===== src/hw/rv_frontend_pkg.sv =====
// Shared width, opcode and bundle types for the RISC-V fetch front end that other files reference by scoped name
package rv_frontend_pkg;

    // ====================
    // Architectural constants
    // ====================

    // Word width of the core
    localparam int XLEN = 32;

    // Opcodes the static predictor acts on
    localparam logic [6:0] OPC_JAL    = 7'b1101111;
    localparam logic [6:0] OPC_BRANCH = 7'b1100011;

    // ====================
    // Instruction word views
    // ====================

    // B-type layout with offset bits scattered around the register fields
    typedef struct packed {
        logic       imm12;
        logic [5:0] imm10_5;
        logic [4:0] rs2;
        logic [4:0] rs1;
        logic [2:0] funct3;
        logic [3:0] imm4_1;
        logic       imm11;
        logic [6:0] opcode;
    } b_fmt_t;

    // J-type layout with a 20-bit offset in its own bit order
    typedef struct packed {
        logic       imm20;
        logic [9:0] imm10_1;
        logic       imm11;
        logic [7:0] imm19_12;
        logic [4:0] rd;
        logic [6:0] opcode;
    } j_fmt_t;

    // Same word seen either way; opcode sits in bits 6:0 in both
    typedef union packed {
        b_fmt_t b_fmt;
        j_fmt_t j_fmt;
    } instr_u;

    // ====================
    // Bundles between blocks
    // ====================

    // Decode slot handed to the back end
    typedef struct packed {
        logic            valid;
        logic [XLEN-1:0] pc;
        logic [XLEN-1:0] instr;
        logic            pred_taken;
    } fetch_t;

    // One-cycle strobe carrying the corrected fetch target from the back end
    typedef struct packed {
        logic            valid;
        logic [XLEN-1:0] pc;
    } redirect_t;

    // Early redirect from the static predictor
    typedef struct packed {
        logic            taken;
        logic [XLEN-1:0] target;
    } pred_t;

endpackage


===== src/hw/imm_decode.sv =====
// Combinational B-type and J-type offset extraction for the decode slot; used by rv_frontend_top
`timescale 1ns/100ps

module imm_decode (
    input  rv_frontend_pkg::instr_u             instr_i,
    output logic [rv_frontend_pkg::XLEN-1:0]    imm_b_o,
    output logic [rv_frontend_pkg::XLEN-1:0]    imm_j_o
);

    // Field views of the same word
    rv_frontend_pkg::b_fmt_t b_view;
    rv_frontend_pkg::j_fmt_t j_view;

    // Sign bits of each offset
    logic b_sign;
    logic j_sign;

    assign b_view = instr_i.b_fmt;
    assign j_view = instr_i.j_fmt;

    // Both offsets keep their sign in instruction bit 31
    assign b_sign = b_view.imm12;
    assign j_sign = j_view.imm20;

    // ====================
    // B-type offset
    // ====================

    // 13-bit offset laid out as 12 | 11 | 10:5 | 4:1 | 0
    // Bit 11 lives down at instruction bit 7
    assign imm_b_o = {
        {(rv_frontend_pkg::XLEN-13){b_sign}},
        b_sign,
        b_view.imm11,
        b_view.imm10_5,
        b_view.imm4_1,
        1'b0
    };

    // ====================
    // J-type offset
    // ====================

    // 21-bit offset laid out as 20 | 19:12 | 11 | 10:1 | 0
    // Bits 19:12 stay in place and the rest is rotated up from 30:20
    assign imm_j_o = {
        {(rv_frontend_pkg::XLEN-21){j_sign}},
        j_sign,
        j_view.imm19_12,
        j_view.imm11,
        j_view.imm10_1,
        1'b0
    };

    // Both are always computed and the predictor picks by opcode
    // Halfword alignment is implied since bit 0 is never encoded

endmodule


===== src/hw/branch_predict.sv =====
// Static predictor for the decode slot that takes JAL and backward branches; used by rv_frontend_top
`timescale 1ns/100ps

module branch_predict (
    input  logic [6:0]                          opcode_i,
    input  logic                                hazard_i,
    input  logic                                killed_i,
    input  logic                                jump_i,
    input  logic [rv_frontend_pkg::XLEN-1:0]    imm_b_i,
    input  logic [rv_frontend_pkg::XLEN-1:0]    imm_j_i,
    input  logic [rv_frontend_pkg::XLEN-1:0]    pc_i,
    input  logic                                predicted_r_i,
    output rv_frontend_pkg::pred_t              pred_o
);

    logic                             is_jal;
    logic                             is_branch;
    logic                             backward;
    logic                             slot_blocked;
    logic [rv_frontend_pkg::XLEN-1:0] offset;

    // ====================
    // Offset select
    // ====================

    always_comb begin
        is_jal    = 1'b0;
        is_branch = 1'b0;
        offset    = '0;
        case (opcode_i)
            rv_frontend_pkg::OPC_JAL: begin
                is_jal = 1'b1;
                offset = imm_j_i;
            end
            rv_frontend_pkg::OPC_BRANCH: begin
                is_branch = 1'b1;
                offset    = imm_b_i;
            end
            default: begin
                // Not a PC-relative control transfer
                offset = '0;
            end
        endcase
    end

    // Negative offset means a loop edge that is likely taken
    assign backward = offset[rv_frontend_pkg::XLEN-1];

    // No prediction on a wrong-path slot, behind one just made,
    // under a back-end redirect or while the slot is stalled
    assign slot_blocked = killed_i || predicted_r_i || jump_i || hazard_i;

    assign pred_o.taken  = (is_jal || (is_branch && backward)) && !slot_blocked;
    assign pred_o.target = pc_i + offset;

endmodule


===== src/hw/fetch_unit.sv =====
// Program counter, next-address selection and decode slot state; instantiated by rv_frontend_top
`timescale 1ns/100ps

module fetch_unit #(
    parameter logic [rv_frontend_pkg::XLEN-1:0] RESET_PC = '0
) (
    input  logic                                clk,
    input  logic                                rst_n_i,
    input  logic                                hazard_i,
    input  rv_frontend_pkg::redirect_t          redirect_i,
    input  rv_frontend_pkg::pred_t              pred_i,
    output logic [rv_frontend_pkg::XLEN-1:0]    imem_addr_o,
    input  logic [rv_frontend_pkg::XLEN-1:0]    imem_data_i,
    output logic [rv_frontend_pkg::XLEN-1:0]    slot_pc_o,
    output rv_frontend_pkg::instr_u             slot_instr_o,
    output logic                                slot_valid_o,
    output logic                                predicted_r_o,
    output logic                                killed_r_o
);

    // Address of the next word to fetch
    logic [rv_frontend_pkg::XLEN-1:0] pc_q;
    logic [rv_frontend_pkg::XLEN-1:0] pc_d;

    // Address whose word is in the decode slot this cycle
    logic [rv_frontend_pkg::XLEN-1:0] slot_pc_q;

    // Slot bookkeeping
    logic started_q;
    logic predicted_q;
    logic killed_q;
    logic slot_en;

    // ====================
    // Memory address
    // ====================

    // On a stall, refetch the held slot so its word is still on the bus
    // when the stall ends
    assign imem_addr_o = hazard_i ? slot_pc_q : pc_q;

    // ====================
    // Next PC
    // ====================

    // Priority order is back-end redirect, stall, prediction, sequential
    always_comb begin
        if (redirect_i.valid) begin
            pc_d = redirect_i.pc;
        end else if (hazard_i) begin
            pc_d = pc_q;
        end else if (pred_i.taken) begin
            pc_d = pred_i.target;
        end else begin
            pc_d = pc_q + rv_frontend_pkg::XLEN'(4);
        end
    end

    always_ff @(posedge clk or negedge rst_n_i) begin
        if (!rst_n_i) begin
            pc_q <= RESET_PC;
        end else begin
            pc_q <= pc_d;
        end
    end

    // ====================
    // Decode slot
    // ====================

    // A redirect flushes the slot even when the back end is stalled
    assign slot_en = redirect_i.valid || !hazard_i;

    always_ff @(posedge clk or negedge rst_n_i) begin
        if (!rst_n_i) begin
            slot_pc_q   <= RESET_PC;
            started_q   <= 1'b0;
            predicted_q <= 1'b0;
            killed_q    <= 1'b0;
        end else if (slot_en) begin
            // Word issued now lands in the slot next cycle
            slot_pc_q   <= imem_addr_o;
            started_q   <= 1'b1;
            // Sequential word behind a redirect or a taken prediction is wrong-path
            killed_q    <= redirect_i.valid;
            predicted_q <= pred_i.taken;
        end
    end

    // Memory output is meaningless until the first address was issued;
    // an all-zero word decodes as neither jump nor branch
    assign slot_instr_o  = started_q ? imem_data_i : '0;
    assign slot_pc_o     = slot_pc_q;

    // Slot is live once filled, not squashed, and not being flushed now
    assign slot_valid_o  = started_q && !killed_q && !predicted_q && !redirect_i.valid;

    assign predicted_r_o = predicted_q;
    assign killed_r_o    = killed_q;

endmodule


===== src/hw/rv_frontend_top.sv =====
// Instruction front end top level that wires fetch, immediate decode and static prediction together
`timescale 1ns/100ps

module rv_frontend_top #(
    parameter logic [rv_frontend_pkg::XLEN-1:0] RESET_PC = '0
) (
    input  logic                                clk,
    input  logic                                rst_n_i,
    output logic [rv_frontend_pkg::XLEN-1:0]    imem_addr_o,
    input  logic [rv_frontend_pkg::XLEN-1:0]    imem_data_i,
    input  logic                                hazard_i,
    input  rv_frontend_pkg::redirect_t          redirect_i,
    output rv_frontend_pkg::fetch_t             fetch_o
);

    // Decode slot
    logic [rv_frontend_pkg::XLEN-1:0] slot_pc;
    rv_frontend_pkg::instr_u          slot_instr;
    logic                             slot_valid;
    logic                             predicted_r;
    logic                             killed_r;

    // Offsets and prediction
    logic [rv_frontend_pkg::XLEN-1:0] imm_b;
    logic [rv_frontend_pkg::XLEN-1:0] imm_j;
    rv_frontend_pkg::pred_t           pred;

    fetch_unit #(
        .RESET_PC (RESET_PC)
    ) i_fetch_unit (
        .clk           (clk),
        .rst_n_i       (rst_n_i),
        .hazard_i      (hazard_i),
        .redirect_i    (redirect_i),
        .pred_i        (pred),
        .imem_addr_o   (imem_addr_o),
        .imem_data_i   (imem_data_i),
        .slot_pc_o     (slot_pc),
        .slot_instr_o  (slot_instr),
        .slot_valid_o  (slot_valid),
        .predicted_r_o (predicted_r),
        .killed_r_o    (killed_r)
    );

    imm_decode i_imm_decode (
        .instr_i (slot_instr),
        .imm_b_o (imm_b),
        .imm_j_o (imm_j)
    );

    // Redirect strobe doubles as the jump input of the predictor
    branch_predict i_branch_predict (
        .opcode_i      (slot_instr.b_fmt.opcode),
        .hazard_i      (hazard_i),
        .killed_i      (killed_r),
        .jump_i        (redirect_i.valid),
        .imm_b_i       (imm_b),
        .imm_j_i       (imm_j),
        .pc_i          (slot_pc),
        .predicted_r_i (predicted_r),
        .pred_o        (pred)
    );

    // Slot as the back end sees it
    assign fetch_o = '{
        valid:      slot_valid,
        pc:         slot_pc,
        instr:      slot_instr,
        pred_taken: pred.taken
    };

endmodule


===== config.mk =====
export PLATFORM = sky130hd
export DESIGN_NAME = rv_frontend_top
export DESIGN_NICKNAME = d
export VERILOG_FILES = /design/src/hw/rv_frontend_pkg.sv /design/src/hw/imm_decode.sv /design/src/hw/branch_predict.sv /design/src/hw/fetch_unit.sv /design/src/hw/rv_frontend_top.sv
export SDC_FILE = /design/constraint.sdc
export NUM_CORES = 1
export LEC_CHECK = 0
export ABC_AREA = 1
export BUFFER_PORTS_ARGS = -buffer_cell sky130_fd_sc_hd__buf_2
export CORE_AREA = 2 2 152 154
export DETAILED_ROUTE_END_ITERATION = 7
export DIE_AREA = 0 0 154 156
export HOLD_SLACK_MARGIN = 0.15
export PLACE_DENSITY = 0.62
export SKIP_LAST_GASP = 1
export SLEW_MARGIN = 25
export SYNTH_ARGS = -nofsm -noshare
export SYNTH_HDL_FRONTEND = slang
export SYNTH_HIERARCHICAL = 1
export SYNTH_SLANG_ARGS = --single-unit

===== constraint.sdc =====
create_clock -name clk -period 3.89 [get_ports clk]
set_clock_uncertainty 0.15 [all_clocks]
set_input_delay 1.167 -clock clk [delete_from_list [all_inputs] [get_ports clk]]
set_output_delay 1.167 -clock clk [all_outputs]
set_load 0.005 [all_outputs]

# --- Word-level counts from Yosys, hierarchy flattened ---
# Index checks and enable logic that the tools add are counted.
totals:
  mem_bits_rw: 0
  latch_bits: 0
  out_inout_bits: 98
  word_cells: 33
  input_bits: 68
  regBits: 67
  n_memories: 0
  romBits: 0
classes:
  div: 0
  mul: 0
  n_lt_le_gt_ge: 0
  shift: 0
  eq_ne: 3
  n_mux: 8
  reduce_logical: 15
  bitwise: 0
  add_sub_neg: 2
op_table:
  columns: ["cell", "n"]
  rows:
  - ["32-bit two-way mux", 5]
  - ["32-bit one-hot mux with 2 select lines", 1]
  - ["32-bit by 3-bit adder with 32-bit output (second input constant)", 1]
  - ["32-bit adder", 1]
  - ["7-bit == test (second input constant)", 2]
  - ["1-bit logical AND", 5]
  - ["1-bit logical NOT", 5]
  - ["1-bit logical OR", 5]
  - ["1-bit two-way mux", 2]
  - ["2-bit by 1-bit != test with 1-bit output (second input constant)", 1]

# --- Longest topological paths before layout ---
# Gate-level depths: netlist of the first run.
logic_depth:
  ltp_word: 9
  ltp_mapped: 26
  mapped_depth_nobuf: 22

# --- Modules after synthesis ---
# The synthesis of the first run kept the hierarchy.
by_module_without_submodules:
  columns: ["module", "instances", "area_each_um2", "cells_each"]
  rows:
  - ["fetch_unit", 1, 4329.2, 675]
  - ["branch_predict", 1, 2889.0, 615]
  - ["imm_decode", 1, 484.2, 65]
  - ["rv_frontend_top", 1, 7.5, 1]

# --- Worst setup path before layout of the first run ---
# No wires, ideal clock.
synth_timing:
  path_type: "input-to-output"
  startpoint: "input port imem_data_i[31] in the netlist's numbering"
  endpoint: "output port fetch_o[0] in the netlist's numbering"
  setup_slack_ns: 0.236
  path_buffers: 1
  path_stages: 5
  t_required_ns: 2.573
  arrival_time_ns: 2.337
  path_cell_list: "nand2_1 -> inv_1 -> buf_4 -> nand3_1 -> a21oi_1"
synth_rtl:
  columns: ["item", "line", "rtl"]
  rows:
  - ["start: declaration", "rv_frontend_top.sv:10", "input logic [rv_frontend_pkg::XLEN-1:0] imem_data_i,"]
  - ["end: declaration", "rv_frontend_top.sv:13", "output rv_frontend_pkg::fetch_t fetch_o"]

==> results of run 1 <==
[how the worst max path moves through the flow]
| stage | to |
|---|---|
| 6_report | fetch_o[0] |
| 5_1_grt | i_fetch_unit/pc_q[17]$_DFFE_PN0P_ |
| 4_1_cts | fetch_o[0] |
| 3_5_place_dp | i_fetch_unit/pc_q[24]$_DFFE_PN0P_ |
| 3_3_place_gp | i_fetch_unit/pc_q[24]$_DFFE_PN0P_ |
| 2_1_floorplan | fetch_o[0] |
[registers in the layout, summed over array words and instances (netlist names)]
signal                      count
i_fetch_unit/pc_q              32
i_fetch_unit/slot_pc_o         32
i_fetch_unit/killed_r_o         1
i_fetch_unit/predicted_r_o      1
i_fetch_unit/started_q          1
[cells in the mapped netlist]
cell,n,area share (%)
nand2_1,505,25
inv_1,195,9.5
nand3_1,138,9.0
nor2_1,126,6.1
o21ai_0,82,5.3
dfrtp_1,67,22
buf_4,66,6.4
ha_1,32,5.2
clkbuf_1,24,1.2
a21oi_1,22,1.4
xor2_1,21,2.4
buf_2,14,0.91
nand2_2,11,0.89
nor2_4,7,1.0
nor3_1,5,0.32
o21ai_1,5,0.32
inv_2,4,0.19
nor2_2,4,0.32
o211ai_1,4,0.39
nand4_1,3,0.24
nand2_4,2,0.29
nand3_2,2,0.26
nor2_8,2,0.52
o21bai_1,2,0.19
a21o_1,1,0.097
and2_1,1,0.081
buf_1,1,0.049
clkbuf_2,1,0.065
clkinv_1,1,0.049
conb_1,1,0.049
fa_1,1,0.26
nor3_2,1,0.13
nor4_1,1,0.081
o221ai_1,1,0.11
or2_1,1,0.081
or4_1,1,0.097
xnor2_1,1,0.11
[what timing repair did]
item	4_1_cts	5_1_grt
setup buffers	0	0
resized for setup	0	2
setup endpoints to repair	0	3
hold buffers	0	0
[cell families (layout without fill, tap and decap cells)]
| kind of cell | after synthesis | after routing |
|---|---|---|
| adders and majority gates | 33 | 33 |
| and+or+nand+nor | 810 | 810 |
| xor gates and xnor gates | 22 | 22 |
| other | 1 | 2 |
| AOI/OAI and AO/OA | 117 | 117 |
| buffers and inverters | 306 | 401 |
| DFF | 67 | 67 |
[routing by layer]
layer	up-vias	track usage, %	part of all wire, %
met1	3722	29.9	48
met3	35	2.17	6.0
li1	4295	-	-
met5	-	0	0
met4	0	6.50	2.4
met2	270	33.0	43
[critical path, stage by stage]
cell and delay (ns):
buf_2 0.08, nand2_1 0.04, inv_1 0.08, nand2_1 0.10, nor3_4 0.17, buf_12 0.20, nand3_1 0.21, a21oi_2 0.24
buf_2 0.14
[power by group]
part | internal [mW] | switching, mW
logic | 0.252 | 0.419
clock network | 0.578 | 0.315
registers | 0.775 | 0.107
total | 1.60 | 0.842
[final cells by class]
cell class	instances	area [sq um]	area share, %
Timing Repair Buffer	185	1030	11.7
Sequential cell	67	1680	19.1
Clock buffer	10	239	2.72
Clock inverter	6	88.8	1.01
Multi-Input combinational cell	984	4640	52.8
Tap cell	285	357	4.06
Inverter	200	751	8.55
==> summary.txt, run 1 <==
Global routing
  • Vias in the first global route: 7683
  • Gr usage total: between 20% and 30%
  • Grt ovf: 0
  • Pin count of the biggest net entering global routing: a little over 90
  • First-pass GRT wire length: between 30000 and 40000 um
  • Initial antenna violation count: 0

Setup path
  • WS Path Type: in -> out
  • Worst R2R Setup Slack: a little under 0.5 ns
  • R2R depth: 23
  • Crit path DAT: between 2 and 2.5 ns
  • CP endpoint kind: output pin
  • CP Data Required Time: about 2.6 ns
  • FF-to-FF End: i_fetch_unit/pc_q[17]$_DFFE_PN0P_
  • Crit path launch: imem_data_i[1]
  • Crit path launch type: input pin
  • Worst R2R Start: i_fetch_unit/started_q$_DFFE_PN0P_
  • Max FO, Critical Path: 32

Floorplan
  • Die Wd: between 150 and 200 um
  • Die Ht: 156 um
  • Total Die Area: approximately 0.024 sq mm
  • Floorplan core area: ~0.022 sq mm
  • Row count: 55
  • Io pins: 166
  • Initial Utilization: between 30% and 40%

Route
  • DR iter-0 viols: 737
  • Via count: approximately 8300
  • Post-DRT Antenna Nets: 0
  • Post-Route WL: between 20000 and 30000 um
  • DRC: 0
  • Routed wire per std cell: approximately 14 um
  • DR pass1 iterations: 5
  • Via density: 4.79

Timing
  • Slew Limit Headroom: a little under two thirds
  • Slew of the pin with the lowest slew margin: roughly 0.55 ns
  • Hold Slack: 0.341 ns
  • RSZ-0062 raised after global routing: yes
  • Final setup viols: 0
  • Crit share post-route: 96.7%
  • Slew Viols, Final: 0
  • Final count of hold timing violations: 0
  • Setup tns final: 0 ns
  • Period minus WS final: 3.76 ns
  • Fin worst setup slack: approximately 0.13 ns
  • Fmax: between 0.2 and 0.3 GHz

Synthesis
  • Mapped Avg Cell Area: 5.69 sq um
  • Synth unique cells: 37
  • #FFs+latches synth: 67
  • Post-Syn Area: approximately 0.0077 sq mm
  • Warnings from Yosys: 6
  • Post-synthesis compound-gate area fraction: under 10%
  • Synth Area in Adders: 5.45%
  • Simple-gate share of the synthesized area: about 44%
  • Seq/Total Area, Yosys: between 20 and 25%
  • Synthesized netlist cell count: 1356
  • Post-synthesis xor/xnor area fraction: about 2.5%
  • Largest family of logic cells by synthesized area: simple AND/OR/NAND/NOR gates
  • Multiplexer area fraction after synthesis: 0%

Hold path
  • Worst hold endpoint: i_fetch_unit/pc_q[1]$_DFFE_PN0P_
  • Hold Crit Depth: 2
  • Worst hold start: i_fetch_unit/pc_q[1]$_DFFE_PN0P_
  • Min-delay worst type: reg -> reg

Clock tree
  • CTS tree: done
  • Clock latency on the worst-skew pair: between 0.3 and 0.4 ns
  • CTS sink count: 67
  • Clock root cell: clkbuf_16
  • H-tree depth: 3
  • Cts bufs inserted: 9
  • Worst-path clk slew: ~0.060 ns
  • Clock Path Buffers: 2

Power and ir drop
  • Pleak: 5.36 nW
  • Power, Total: roughly 2.4 mW
  • Pwr Density: 279 mW/mm^2
  • Peak supply drop: 0.216 mV

Place
  • # placed instances: 1721
  • Post-place setup slack: -0.00333 ns
  • PortBufs: around 170
  • DP Area: between 0.008 and 0.009 sq mm
  • Dpl hpwl: around 20000 um
  • Placer Congestion: around 0.97

Final layout
  • Layout Utilization: 39.3%
  • Most frequent cells in the layout: 505 x nand2_1, 195 x inv_1, 165 x buf_2, 138 x nand3_1, 125 x nor2_1
  • Commonest non-fill, non-tap cell in the layout: nand2_1
  • Antenna cells: 0
  • Post-layout instance area: just under 0.009 sq mm
  • Syn-to-layout area delta: 13.9%
  • Filler cells: 2515
  • Share of layout cells above drive strength 1: between 10% and 20%
  • Fin nets: ~1500
  • Final Non-Filler Cells: 1737

Status
  • Status: finished, final reports clean

Job
  • Max cap viols: 0
Note: power is estimated with default switching activity, not from simulation.
==> run 2, diff against run 1 <==
- PLACE_DENSITY: 0.62 -> not set
==> run 2 against run 1 <==
- worst setup slack improved by 0.015 ns
- global-route usage rose by 0.12 points
- critical path type unchanged
- fmax rose by 0.41%
- clock-buffer cell count fell by 1
- register-to-register slack improved by 0.03 ns
- non-clock buffer count did not move
- largest power group is now sequential cells
- sequential power barely moved
- via count fell by 0.64%
==> summary.txt, run 2 (same netlist as run 1, synthesis figures left out) <==
Global routing
  • Gr usage total: 21.0%
  • Initial antenna violation count: 0
  • Pin count of the biggest net entering global routing: 91
  • First-pass GRT wire length: around 40000 um
  • Vias in the first global route: 7654
  • Grt ovf: 0

Route
  • Via count: between 8000 and 9000
  • DR pass1 iterations: 5
  • Routed wire per std cell: about 15 um
  • Post-DRT Antenna Nets: 0
  • DRC: 0
  • Via density: approximately 4.8
  • DR iter-0 viols: roughly 780
  • Post-Route WL: 25300 um

Setup path
  • Critical Path Sink: fetch_o[0]
  • FF-to-FF End: i_fetch_unit/pc_q[26]$_DFFE_PN0P_
  • Worst-path cell chain: buf_2, nand2_1, inv_1, nand2_1, nor3_4, buf_12, nand3_1, a21oi_2, buf_2
  • Slowest CP cell: a21oi_2
  • Crit path DAT: about 2.4 ns
  • CP endpoint kind: output pin
  • Worst R2R Start: i_fetch_unit/started_q$_DFFE_PN0P_
  • Crit path launch: imem_data_i[1]
  • Worst path bufs/invs: 4
  • R2R depth: 20
  • Max FO, Critical Path: 32
  • Top delay family on crit path: simple AND/OR/NAND/NOR gates
  • CP Data Required Time: between 2 and 3 ns
  • Worst R2R Setup Slack: 0.52 ns
  • Crit path launch type: input pin
  • WP depth: 9
  • Slowest cell delay on critical path: between 0.2 and 0.25 ns
  • WS Path Type: in -> out

Final layout
  • Antenna cells: 0
  • Most frequent cells in the layout: 505 x nand2_1, 195 x inv_1, 165 x buf_2, 138 x nand3_1, 125 x nor2_1
  • Multi-input gate area: about 0.0046 sq mm
  • Share of layout cells above drive strength 1: between 10% and 20%
  • Fin nets: ~1500
  • Syn-to-layout area delta: 14.0%
  • Commonest non-fill, non-tap cell in the layout: nand2_1
  • Filler cells: 2434
  • Register area: roughly 0.0017 sq mm

Timing
  • Hold Slack: 0.338 ns
  • Slew Viols, Final: 0
  • Period minus WS final: between 3 and 4 ns
  • Fmax: approximately 0.27 GHz
  • RSZ-0062 raised after global routing: no
  • Final setup viols: 0
  • Final count of hold timing violations: 0
  • Crit share post-route: 96.3%
  • Setup tns final: 0 ns
  • Fin worst setup slack: around 0.14 ns

Place
  • Dpl hpwl: 20600 um
  • Placer Congestion: 0.998
  • PortBufs: between 150 and 200
  • Post-place setup slack: 0.0743 ns

Hold path
  • Min-delay worst type: reg -> reg

Floorplan
  • Floorplan core area: around 0.022 sq mm
  • Die Wd: ~150 um
  • Initial Utilization: 34.5%
  • Total Die Area: 0.0240 sq mm
  • Die Ht: 156 um
  • Row count: 55
  • Io pins: 166

Clock tree
  • CTS sink count: 67
  • Clock root cell: clkbuf_16
  • Clock Path Buffers: 2
  • Worst-path clk slew: 0.06 ns
  • Cts bufs inserted: 9
  • Clock latency on the worst-skew pair: 0.34 ns
  • H-tree depth: 3
  • Post-CTS Hold Fix Bufs: 0
  • CTS tree: done

Status
  • Status: finished, final reports clean

Power and ir drop
  • Pleak: 5.35 nW
  • Power, Total: about 2.4 mW
  • Pwr Density: 273 mW/mm^2
  • Peak supply drop: 0.144 mV

Job
  • Max cap viols: 0
==> run 2: changes by cell type in the layout (fill, tap and decap cells not counted), sizes merged <==
| cell | before | now |
|---|---|---|
| inv | 199 | 201 |
| clkbuf | 10 | 9 |
| bufinv | 2 | 1 |
==> run 2: layer usage <==
metal  GRT usage (%)  up-vias  part of all wire, %
met3            2.64       30                  5.9
met4            5.87        0                  2.1
met1            30.1     3682                   49
met2            33.1      262                   43
met5               0        -                    0
li1                -     4295                    -
==> run 2: worst min path at each step <==
stage | end | cells past startpoint | from
after floorplan | i_fetch_unit/pc_q[0]$_DFFE_PN0P_ | 2 | i_fetch_unit/pc_q[0]$_DFFE_PN0P_
after global placement | i_fetch_unit/pc_q[0]$_DFFE_PN0P_ | 2 | i_fetch_unit/pc_q[0]$_DFFE_PN0P_
after detailed placement | i_fetch_unit/pc_q[0]$_DFFE_PN0P_ | 2 | i_fetch_unit/pc_q[0]$_DFFE_PN0P_
after CTS | i_fetch_unit/pc_q[0]$_DFFE_PN0P_ | 2 | i_fetch_unit/pc_q[0]$_DFFE_PN0P_
after global routing | i_fetch_unit/pc_q[0]$_DFFE_PN0P_ | 2 | i_fetch_unit/pc_q[0]$_DFFE_PN0P_
final | i_fetch_unit/pc_q[1]$_DFFE_PN0P_ | 2 | i_fetch_unit/pc_q[1]$_DFFE_PN0P_
==> run 2: repair_timing <==
| action | in CTS | in global routing |
|---|---|---|
| buffers inserted | 0 | 0 |
| setup endpoints to repair | 0 | 1 |
| resized for setup | 0 | 1 |
==> run 2: metrics by stage <==
| step | area, sq um | utilization [%] | instances |
|---|---|---|---|
| after global routing | 8790 | 39.3 | 1737 |
| after floorplan | 7710 | - | 1357 |
| after global placement | 8480 | 37.9 | 1721 |
| after detailed placement | 8480 | 37.9 | 1721 |
| final | 8790 | 39.3 | 1737 |
| after CTS | 8780 | 39.3 | 1737 |
==> run 2: worst min-delay path: cells and delay by family (launching register included) <==
family        cells  cell delay, ns
flops             1            0.34
simple gates      2            0.11
==> run 2: area by class of cell <==
type	count	area share, %
clock buffers	9	2.56
flip-flops and latches	67	19.1
inverters	200	8.54
clock inverters	7	0.868
well taps	285	4.06
repair buffers	185	12.1
multi-input cells	984	52.8
==> run 2: report_power, final <==
part / switching, mW / internal [mW]
clock: 0.336 / 0.500
combinational: 0.425 / 0.256
sequential: 0.108 / 0.774
